**config.mk**
```make
export PLATFORM = sky130hd
export DESIGN_NAME = if_stage
export DESIGN_NICKNAME = d
export VERILOG_FILES = /design/src/logic/fetch_defines.svh /design/src/logic/fetch_types_pkg.sv /design/src/logic/if_stage.sv
export SDC_FILE = /design/constraint.sdc
export NUM_CORES = 1
export LEC_CHECK = 0
export ABC_AREA = 1
export BUFFER_PORTS_ARGS = -buffer_cell sky130_fd_sc_hd__buf_2
export CELL_PAD_IN_SITES_DETAIL_PLACEMENT = 1
export CELL_PAD_IN_SITES_GLOBAL_PLACEMENT = 1
export CORE_ASPECT_RATIO = 2
export CORE_MARGIN = 1
export CORE_UTILIZATION = 36
export CTS_BUF_LIST = sky130_fd_sc_hd__clkbuf_4 sky130_fd_sc_hd__clkbuf_8
export CTS_CLUSTER_DIAMETER = 120
export DETAILED_ROUTE_END_ITERATION = 8
export MAX_ROUTING_LAYER = met4
export PLACE_DENSITY = 0.83
export REMOVE_ABC_BUFFERS = 1
export SYNTH_ARGS = -nofsm -noshare
export SYNTH_HDL_FRONTEND = slang
export SYNTH_SLANG_ARGS = --single-unit
```
**constraint.sdc**
```tcl
create_clock -name clk -period 6.2 [get_ports clk]
set_input_delay 0 -clock clk [delete_from_list [all_inputs] [get_ports clk]]
set_output_delay 0 -clock clk [all_outputs]
set_load 0.03 [all_outputs]
```
**src/logic/fetch_defines.svh**
```systemverilog
`ifndef FETCH_DEFINES_SVH
`define FETCH_DEFINES_SVH

// boot address in kseg1
`define RESET_PC        32'hBFC00000
// general exception entry
`define GENERAL_EX_PC   32'hBFC00380

// branch target buffer geometry
`define BTB_ENTRIES     16
`define BTB_INDEX_W     4

// instruction cache sets, 16-byte lines
`define ICACHE_SETS     256

// exception codes, cp0 cause encoding
`define EXC_NONE        5'd0
`define EXC_ADEL        5'd4

`endif

```
**src/logic/fetch_types_pkg.sv**
```systemverilog
package fetch_types_pkg;

    // virtual byte address of an instruction
    typedef logic [31:0] pc_t;

    // address after segment translation
    typedef logic [31:0] paddr_t;

    // raw instruction word
    typedef logic [31:0] inst_t;

    // cp0 cause exccode field
    typedef logic [4:0] exc_code_t;

endpackage

```
**src/logic/if_stage.sv**
```systemverilog
`timescale 1ns/100ps

module if_stage import fetch_types_pkg::*; (
    input  logic      clk,
    input  logic      reset,
    input  logic      ps_valid,
    input  pc_t       ps_pc,
    input  logic      ps_inst_valid,
    input  inst_t     ps_inst,
    input  logic      ps_ex,
    input  exc_code_t ps_exccode,
    input  logic      flush,
    input  logic      br_flush,
    input  logic      ds_allowin,
    output logic      fs_allowin,
    output logic      fs_valid,
    output pc_t       fs_pc,
    output inst_t     fs_inst,
    output logic      fs_ex,
    output exc_code_t fs_exccode
);

    logic accept;

    // free when empty or when decode takes the held item this cycle
    assign fs_allowin = !fs_valid || ds_allowin;

    // only real fetches or exceptions enter the stage
    assign accept = ps_valid && fs_allowin && (ps_inst_valid || ps_ex);

    always_ff @(posedge clk) begin
        if (reset) begin
            fs_valid <= 1'b0;
        end else if (flush) begin
            fs_valid <= 1'b0;
        end else if (accept) begin
            fs_valid <= 1'b1;
        end else if (br_flush || ds_allowin) begin
            // wrong-path item killed, or handed to decode
            fs_valid <= 1'b0;
        end
    end

    always_ff @(posedge clk) begin
        if (accept) begin
            fs_pc      <= ps_pc;
            fs_inst    <= ps_inst;
            fs_ex      <= ps_ex;
            fs_exccode <= ps_exccode;
        end
    end

    // stall from decode freezes the whole output set
    hold_under_stall: assert property (
        @(posedge clk) disable iff (reset)
        fs_valid && !ds_allowin && !flush && !br_flush
            |=> fs_valid && $stable(fs_pc) && $stable(fs_inst)
                && $stable(fs_ex) && $stable(fs_exccode)
    );

endmodule

```
# == Word level (Yosys, flattened, before mapping) ==
# Index checks and enable logic that the tools add are counted.
# totals
ff_bits,71
word_cells,15
output_inout_bits,72
input_bits,77
# classes
mux,2
reduce_logical,8
# op_table
op,n
logical OR 1 bit,3
logical AND 1 bit,2
two-way mux 1 bit,2
nonzero test 2 bit,1
OR reduction 2 bit,1
zero test 1 bit,1

# == Longest topological paths before layout ==
# Gate-level depths: netlist (run 1).
# logic_depth
word_depth,5
mapped_depth,4
depth_no_buf,4

# == Least setup slack after synthesis (run 1) ==
# No wires, ideal clock.
# synth_timing
path_type,register to register
from,register fs_valid
to,"register fs_ex, enable pin"
period_less_slack_ns,2.546
t_required_ns,5.776
path_slack_ns,3.654
arrival_ns,2.122
n_path_buf,0
setup_ns,0.424
path_stages_with_launch,4
cell_sequence,dfxtp_1 -> nand2_2 -> nand3_2 -> inv_1
# synth_via
elab_chain_len,4
# synth_rtl
element,line,rtl
from (decl),if_stage.sv:16,"output logic fs_valid,"
from (signal assigned),if_stage.sv:33,fs_valid <= 1'b0;
from (signal assigned),if_stage.sv:35,fs_valid <= 1'b0;
from (signal assigned),if_stage.sv:37,fs_valid <= 1'b1;
zero test 1 bit,if_stage.sv:26,assign fs_allowin = !fs_valid || ds_allowin;
logical OR 1 bit,if_stage.sv:26,
via fs_allowin,if_stage.sv:15,"output logic fs_allowin,"
logical AND 1 bit (2 in a row),if_stage.sv:29,assign accept = ps_valid && fs_allowin && (ps_inst_valid || ps_ex);
via accept,if_stage.sv:23,logic accept;
to (signal assigned),if_stage.sv:48,fs_ex <= ps_ex;
to (decl),if_stage.sv:19,"output logic fs_ex,"
# The timed path passes the listed nets, and every way through them passes these cells.
# A chain may end at the register's enable or synchronous reset.

# == Worst setup path after layout (run 1) ==
# layout_timing
from,input port ps_ex
to,"register fs_inst[5], enable pin"
# layout_via
elab_chain_len,2
# layout_rtl
element,line,rtl
from (decl),if_stage.sv:10,"input logic ps_ex,"
logical OR 1 bit,if_stage.sv:29,
logical AND 1 bit,if_stage.sv:29,
via accept,if_stage.sv:23,
to (signal assigned),if_stage.sv:47,fs_inst <= ps_inst;
to (decl),if_stage.sv:18,"output inst_t fs_inst,"
# The timed path passes the listed nets, and every way through them passes these cells.

==> results of run 1 <==
## layer usage
layer / part of all wire [%] / vias to the layer above / wire length [µm] / track usage (%)
li1: - / 784 / - / -
met1: 29 / 837 / 2215 / 19.97
met2: 61 / 87 / 4618 / 49.49
met3: 5.8 / 18 / 435 / 7.373
met4: 3.2 / 0 / 244 / 13.17
met5: 0 / - / 0 / -
## kinds of logic (layout without fill, tap and decap cells)
logic type      count (synthesis)  in the layout
buf+inv                         4            242
compound gates                  1              1
simple gates                    5              5
flops                          71             71
## cells in the mapped netlist (all sizes together)
library cell	instances
dfxtp	1
or2	1
nand2	2
inv	4
a21oi	1
nand3	1
nand3b	1
edfxtp	70
## state kept, by name (all words and copies together), names as in the netlist
name and cells:
fs_inst 32, fs_pc 32, fs_exccode 5, fs_ex 1, fs_valid 1
## path summary, 6_finish.rpt
| kind | from | endpoint | slack, ns | cells after the start |
|---|---|---|---|---|
| max | ps_ex | fs_inst[5]$_DFFE_PP_ | 4.24 | 7 |
| min | ps_valid | fs_pc[14]$_DFFE_PP_ | 0.35 | 3 |
| max reg2reg | fs_valid$_SDFFE_PP0P_ | fs_inst[5]$_DFFE_PP_ | 4.26 | 4 |
| min reg2reg | fs_valid$_SDFFE_PP0P_ | fs_pc[14]$_DFFE_PP_ | 1.04 | 3 |
## where the power goes
part           total, mW  switching (mW)  internal, mW
logic              0.159          0.0937        0.0648
registers          0.568         0.00741         0.560
clock network      0.344           0.159         0.185
total               1.07           0.260         0.810
## final cells by class
type | count | area [µm²] | share of cell area (%)
clock inverters | 1 | 5.005 | 0.1276
inverters | 4 | 15.01 | 0.3829
well taps | 61 | 76.32 | 1.946
clock buffers | 15 | 181.4 | 4.627
multi-input cells | 6 | 42.54 | 1.085
flip-flops and latches | 71 | 2122 | 54.12
repair buffers | 222 | 1479 | 37.72
## layout by cell type (no fill, tap or decap), drive strengths merged
cell type	synthesis	routed
nand3b	1	1
or2	1	1
nand2	2	2
dfxtp	1	1
clkbuf	0	15
edfxtp	70	70
clkinv	0	1
inv	4	4
nand3	1	1
a21oi	1	1
dlygate4sd3	0	73
buf	0	149
## stage by stage
stage | total power, mW | std cells | setup WS (ns) | utilization [%]
floorplan | 0.6432 | 81 | 3.654 | -
global placement | 0.6896 | 291 | 4.400 | 52.17
detailed placement | 0.6951 | 291 | 4.314 | 52.17
CTS | 1.069 | 380 | 4.307 | 68.10
global route | 1.101 | 380 | 4.147 | 68.10
finish | 1.070 | 380 | 4.244 | 68.10
## what timing repair did
item                                    CTS  global route
endpoints found under the setup margin    0             0
hold buffers                             73             0
setup buffers                             0             0
hold endpoints to repair                 71             0
gates resized for setup                   0             0
## tightest hold or removal path: cells and delay by family
kind          cells  cell delay [ns]
simple gates      1             0.11
buf+inv           2             0.33
==> results by group, run 1 <==
Timing
  • Slew HR: 62.52%
  • Worst-Margin Slew: 0.5621 ns
  • TNS Setup: 0 ns
  • Final setup fails: 0
  • Fin. Hold Viols: 0
  • Final period util: 31.54%
  • Fin Hold WS: 0.3506 ns
  • Fmax: 511.4 MHz
  • Final min period: 1.956 ns
  • RSZ-0062 raised after global routing: no
  • Final Max Tran Viols: 0
  • Fin Clk Skew: 0.005609 ns

Synth
  • Mean Syn Cell Area: 26.91 µm²
  • Simple-gate area share of the yosys netlist: 1.550%
  • Adder-Cell Fraction of Synth Area: 0%
  • Synth area leaders: edfxtp_1 96%, dfxtp_1 0.92%, inv_1 0.69%
  • Largest family of logic cells by synthesized area: simple AND/OR/NAND/NOR gates
  • Distinct cells, synth: 9
  • FF+latch count, synth: 71
  • Post-synthesis mux area share: 0%
  • Compound-Gate Fraction of Synth Area: 0.4018%
  • Mapped Area: 0.002180 mm²
  • Register area share after synthesis: 97.36%
  • Syn. warnings: 0
  • Syn Inst Count: 81
  • Top cell type's share of synthesized area: 96.44%
  • Synth area leader: edfxtp_1
  • Post-synthesis xor/xnor area fraction: 0%

Worst setup path
  • CP endpoint kind: flip-flop
  • Critical path class: input pin to flip-flop
  • Critical path startpoint category: input pin
  • Crit-path cells: dlygate4sd3_1 > buf_2 > inv_1 > nand2_1 > nand3_2 > inv_2 > buf_4
  • CP Data Required Time: 6.17 ns
  • Slowest stage delay, CP: 0.57 ns
  • Slowest cell on crit path: buf_4
  • CP Max Fanout: 46
  • Arrival time worst endpoint: 1.93 ns
  • CP top delay family: buffers and inverters
  • CP bufs+invs: 5

Drt
  • DRC marker count from the first detailed-route iteration: 53
  • WL per Instance: 19.77 µm
  • Drt first pass iters: 6
  • Final ANT Viol Nets: 0
  • Overall routed net length: 7514 µm
  • Routed vias/inst: 4.542
  • Drt drc: 14
  • Routed vias: 1,726

Place
  • Cell Area, Placed: 0.003004 mm²
  • Gpl congestion: 0.7500
  • I/O Buffers: 148
  • Final HPWL DP: 4134 µm

Die
  • Initial Util: 37.85%
  • Chip width: 57.02 µm
  • Std-Cell Rows: 39
  • # IOs: 149
  • DIE HEIGHT: 112.0 µm
  • Core ar.: 0.005758 mm²
  • Die area: 0.006389 mm²

Clock network
  • CTS buffer count: 9
  • CTS clock-pin slew for the worst setup and hold paths: 0.07 ns
  • H-tree depth: 3
  • CTS root buf: clkbuf_8
  • Sink Count: 71
  • CTS tree: done
  • Clock Latency Late Sink: 0.33 ns
  • Maximum clock insertion buffer count: 2

Layout
  • Synth-to-layout area growth: 79.91%
  • Design area: 0.003921 mm²
  • Number of diodes: 0
  • Fillcell total: 553
  • Final nets: 391
  • Share of layout cells above drive strength 1: 52.98%

GRT
  • Vias in the first global route: 2,051
  • Largest net degree at the start of global routing: 47
  • Initial antenna violation count: 0
  • Remaining Overflow, GRT: 0
  • Global-route wire length before repair: 10,810 µm
  • GR Util All Layers: 25.58%

Outcome
  • Failing checks: DRC
  • Status: complete, but fails checks

Power
  • Power density over cell area: 273.0 mW/mm²
  • Leakage: 1.705 nW
  • Peak VDD IR: 0.0002143 V

Worst hold path
  • Hold Crit Class: input pin to flip-flop

Flow run
  • Maxcap violations: 0
Power figures use the tool's default switching activity.
==> inputs of run 2 (changes only) <==
CORE_UTILIZATION = 30   (was 36)
PLACE_DENSITY = 0.73   (was 0.83)
clock period = 1.6 ns   (was 6.2 ns; I/O delays follow)
==> run 2 against run 1 <==
- the run now ends clean
- highest routed layer unchanged
- global-route usage decreased by 7.2 points
- total power rose to 3.7 times the previous value
- via count shrank 2.0%
- register-to-register slack worse by 3.9 ns
- final cell count rose by 8.2%
- combinational power rose to 3.9 times the previous value
- sequential power rose to 3.9 times the previous value
- clock-buffer cell count fell by 2
- critical path depth decreased by 2
- die area up 19%
- first-iteration DRC count shrank 32%
- clock power grew to 3.5 times the previous value
==> results by group, run 2 (same netlist as run 1, synthesis figures left out) <==
Timing
  • Final setup fails: 0 (unchanged)
  • Fin Clk Skew: 0.005033 ns (was 0.005609 ns)
  • Worst-Margin Slew: 0.2885 ns (was 0.5621 ns)
  • Final Max Tran Viols: 0 (unchanged)
  • Fin. Hold Viols: 0 (unchanged)
  • RSZ-0062 raised after global routing: no (unchanged)
  • Slew HR: 80.77% (was 62.52%)
  • Fin Hold WS: 0.09485 ns (was 0.3506 ns)
  • Setup ws final: 0.3125 ns (was 4.244 ns)
  • Fmax: 776.7 MHz
  • Final period util: 80.47%
  • Final min period: 1.288 ns

Layout
  • Synth-to-layout area growth: 82.32% (was 79.91%)
  • Commonest cells after routing, fill and taps aside: 148 x buf_2, 75 x dlygate4sd3_1, 70 x edfxtp_1 (was 148 x buf_2, 73 x dlygate4sd3_1, 70 x edfxtp_1)
  • Multi-input logic area: 42.54 µm² (unchanged)
  • Number of diodes: 0 (unchanged)
  • Top flop regs: fs_inst x32, fs_pc x32, fs_exccode x5 (unchanged)
  • Design area: 0.003974 mm² (was 0.003921 mm²)
  • Share of layout cells above drive strength 1: 52.34% (was 52.98%)
  • Commonest non-fill, non-tap cell in the layout: buf_2 (unchanged)
  • Final nets: 394 (was 391)
  • Fillcell total: 715 (was 553)
  • Register Area: 0.002122 mm² (unchanged)

Clock network
  • CTS buffer count: 9 (unchanged)
  • Sink Count: 71 (unchanged)
  • Maximum clock insertion buffer count: 2 (unchanged)
  • Setup Fix Bufs, Post-CTS: 0 (unchanged)
  • CTS tree: done (unchanged)
  • CTS root buf: clkbuf_8 (unchanged)
  • Clock Latency Late Sink: 0.33 ns (about the same)
  • H-tree depth: 3 (unchanged)
  • CTS clock-pin slew for the worst setup and hold paths: 0.06 ns (was 0.07 ns)

Drt
  • WL per Instance: 16.09 µm (was 19.77 µm)
  • DRC marker count from the first detailed-route iteration: 36 (was 53)
  • WL met3: 253 µm (was 435 µm)
  • Met2 wire len: 4096 µm (was 4618 µm)
  • Overall routed net length: 6615 µm (was 7514 µm)
  • Top Metal Used: met4 (unchanged)
  • Final ANT Viol Nets: 0 (unchanged)
  • M1 WL: 2098 µm (was 2215 µm)
  • Routed vias/inst: 4.117 (was 4.542)
  • Drt drc: 0 (was 14)
  • Drt first pass iters: 3 (was 6)
  • Routed vias: 1,692 (was 1,726)

Power
  • Comb pwr share: 15.3% (was 14.8%)
  • Power density over cell area: 1007 mW/mm² (was 273.0 mW/mm²)
  • Register share of total power: 54.9% (was 53.0%)
  • Clk pwr share: 29.8% (was 32.2%)
  • Sw Share: 23.89% (was 24.33%)
  • Peak VDD IR: 0.0007991 V (was 0.0002143 V)
  • P_sw: 956.2 µW (was 260.4 µW)
  • Leakage: 1.705 nW (about the same)
  • Int Power: 3.047 mW (was 810.0 µW)

Place
  • Cell Area, Placed: 0.003060 mm² (was 0.003004 mm²)
  • Final HPWL DP: 4056 µm (was 4134 µm)
  • Gpl congestion: 0.7644 (was 0.7500)
  • Pre-CTS setup slack: 0.3745 ns (was 4.314 ns)
  • I/O Buffers: 148 (unchanged)

GRT
  • GR Util All Layers: 18.33% (was 25.58%)
  • Vias in the first global route: 1,928 (was 2,051)
  • Initial antenna violation count: 0 (unchanged)
  • Largest net degree at the start of global routing: 49 (was 47)
  • Global-route wire length before repair: 9708 µm (was 10,810 µm)
  • Remaining Overflow, GRT: 0 (unchanged)

Worst hold path
  • Worst hold start: ps_inst_valid (was ps_valid)
  • Hold Crit Class: input pin to flip-flop (unchanged)
  • Hold Path Cell Cnt: 5 (was 3)
  • Hold Crit Endpoint: fs_valid$_SDFFE_PP0P_ (was fs_pc[14]$_DFFE_PP_)

Worst setup path
  • Slowest stage delay, CP: 0.57 ns (about the same)
  • CP Data Required Time: 1.86 ns (was 6.17 ns)
  • CP bufs+invs: 3 (was 5)
  • Arrival time worst endpoint: 1.55 ns (was 1.93 ns)
  • CP endpoint kind: flip-flop (unchanged)
  • CP top delay family: buffers and inverters (unchanged)
  • Critical R2R Launch: fs_valid$_SDFFE_PP0P_ (unchanged)
  • Slowest cell on crit path: dlygate4sd3_1 (was buf_4)
  • R2R cell count: 4 (unchanged)
  • Worst R2R Setup Slack: 0.35 ns (was 4.26 ns)
  • Crit-path cells: dlygate4sd3_1 > buf_2 > or2_1 > dlygate4sd3_1 > a21oi_2 (was dlygate4sd3_1 > buf_2 > inv_1 > nand2_1 > nand3_2 > inv_2 > buf_4)
  • CP Max Fanout: 1 (was 46)
  • Critical path class: input pin to flip-flop (unchanged)
  • R2R Path End: fs_inst[30]$_DFFE_PP_ (was fs_inst[5]$_DFFE_PP_)
  • Most used cell, CP: dlygate4sd3_1
  • Critical path startpoint category: input pin (unchanged)

Die
  • Std-Cell Rows: 43 (was 39)
  • Die area: 0.007631 mm² (was 0.006389 mm²)
  • DIE HEIGHT: 122.5 µm (was 112.0 µm)
  • Chip width: 62.27 µm (was 57.02 µm)
  • Initial Util: 31.16% (was 37.85%)
  • Core ar.: 0.006994 mm² (was 0.005758 mm²)
  • # IOs: 149 (unchanged)

Outcome
  • Status: finished, final reports clean (was complete, but fails checks)

Flow run
  • Maxcap violations: 0 (unchanged)
==> run 2: cell count changes in the layout (fill, tap and decap cells not counted), sizes merged <==
cell,before,now
buf,149,150
clkbuf,15,13
clkinv,1,2
dlygate4sd3,73,75
==> run 2: worst max-delay path by stage <==
| stage | start | endpoint | slack (ns) | depth (start not counted) |
|---|---|---|---|---|
| final | reset | fs_valid$_SDFFE_PP0P_ | 0.31 | 5 |
| after global routing | fs_valid$_SDFFE_PP0P_ | fs_pc[23]$_DFFE_PP_ | 0.27 | 4 |
| after CTS | fs_valid$_SDFFE_PP0P_ | fs_pc[16]$_DFFE_PP_ | 0.36 | 4 |
| after detailed placement | fs_valid$_SDFFE_PP0P_ | fs_pc[16]$_DFFE_PP_ | 0.37 | 4 |
| after global placement | fs_valid$_SDFFE_PP0P_ | fs_pc[16]$_DFFE_PP_ | 0.42 | 4 |
| after floorplan | fs_valid$_SDFFE_PP0P_ | fs_ex$_DFFE_PP_ | -0.95 | 3 |
==> run 2: what timing repair did <==
| action | CTS | global route |
|---|---|---|
| gates resized for setup | 0 | 0 |
| hold buffers | 75 | 0 |
| endpoints found under the hold margin | 71 | 0 |
==> run 2: layout make-up <==
cell class | instances | share of cell area, %
Clock buffer | 13 | 3.873
Clock inverter | 2 | 0.2204
Inverter | 4 | 0.3778
Multi-Input combinational cell | 6 | 1.071
Sequential cell | 71 | 53.40
Tap cell | 90 | 2.834
Timing Repair Buffer | 225 | 38.22
==> run 2: through the flow <==
step	TNS, ns	utilization, %	power [mW]	std cells
floorplan	-66.24	-	2.493	81
global placement	0	43.76	2.685	321
detailed placement	0	43.76	2.703	321
CTS	0	56.82	4.067	411
global route	0	56.82	4.152	411
finish	0	56.82	4.003	411
==> run 2: worst register-to-register path, stage by stage (launching register included) <==
cell	delay, ns
dfxtp_1	0.34
nand2_2	0.09
nand3_2	0.10
inv_2	0.09
buf_4	0.29
==> run 2: metal layers <==
| layer | global-route usage [%] | vias up |
|---|---|---|
| met5 | - | - |
| met4 | 9.448 | 0 |
| met3 | 4.275 | 12 |
| met2 | 35.58 | 75 |
| met1 | 15.96 | 816 |
| li1 | - | 789 |
==> run 2: power by group through the flow <==
stage | Clock (mW) | Combinational (mW) | Sequential, mW
after floorplan | 0 | 0.0417 | 2.45
after global routing | 1.30 | 0.645 | 2.21
after detailed placement | 0 | 0.469 | 2.23
after global placement | 0 | 0.457 | 2.23
final | 1.19 | 0.614 | 2.20
after CTS | 1.26 | 0.613 | 2.19
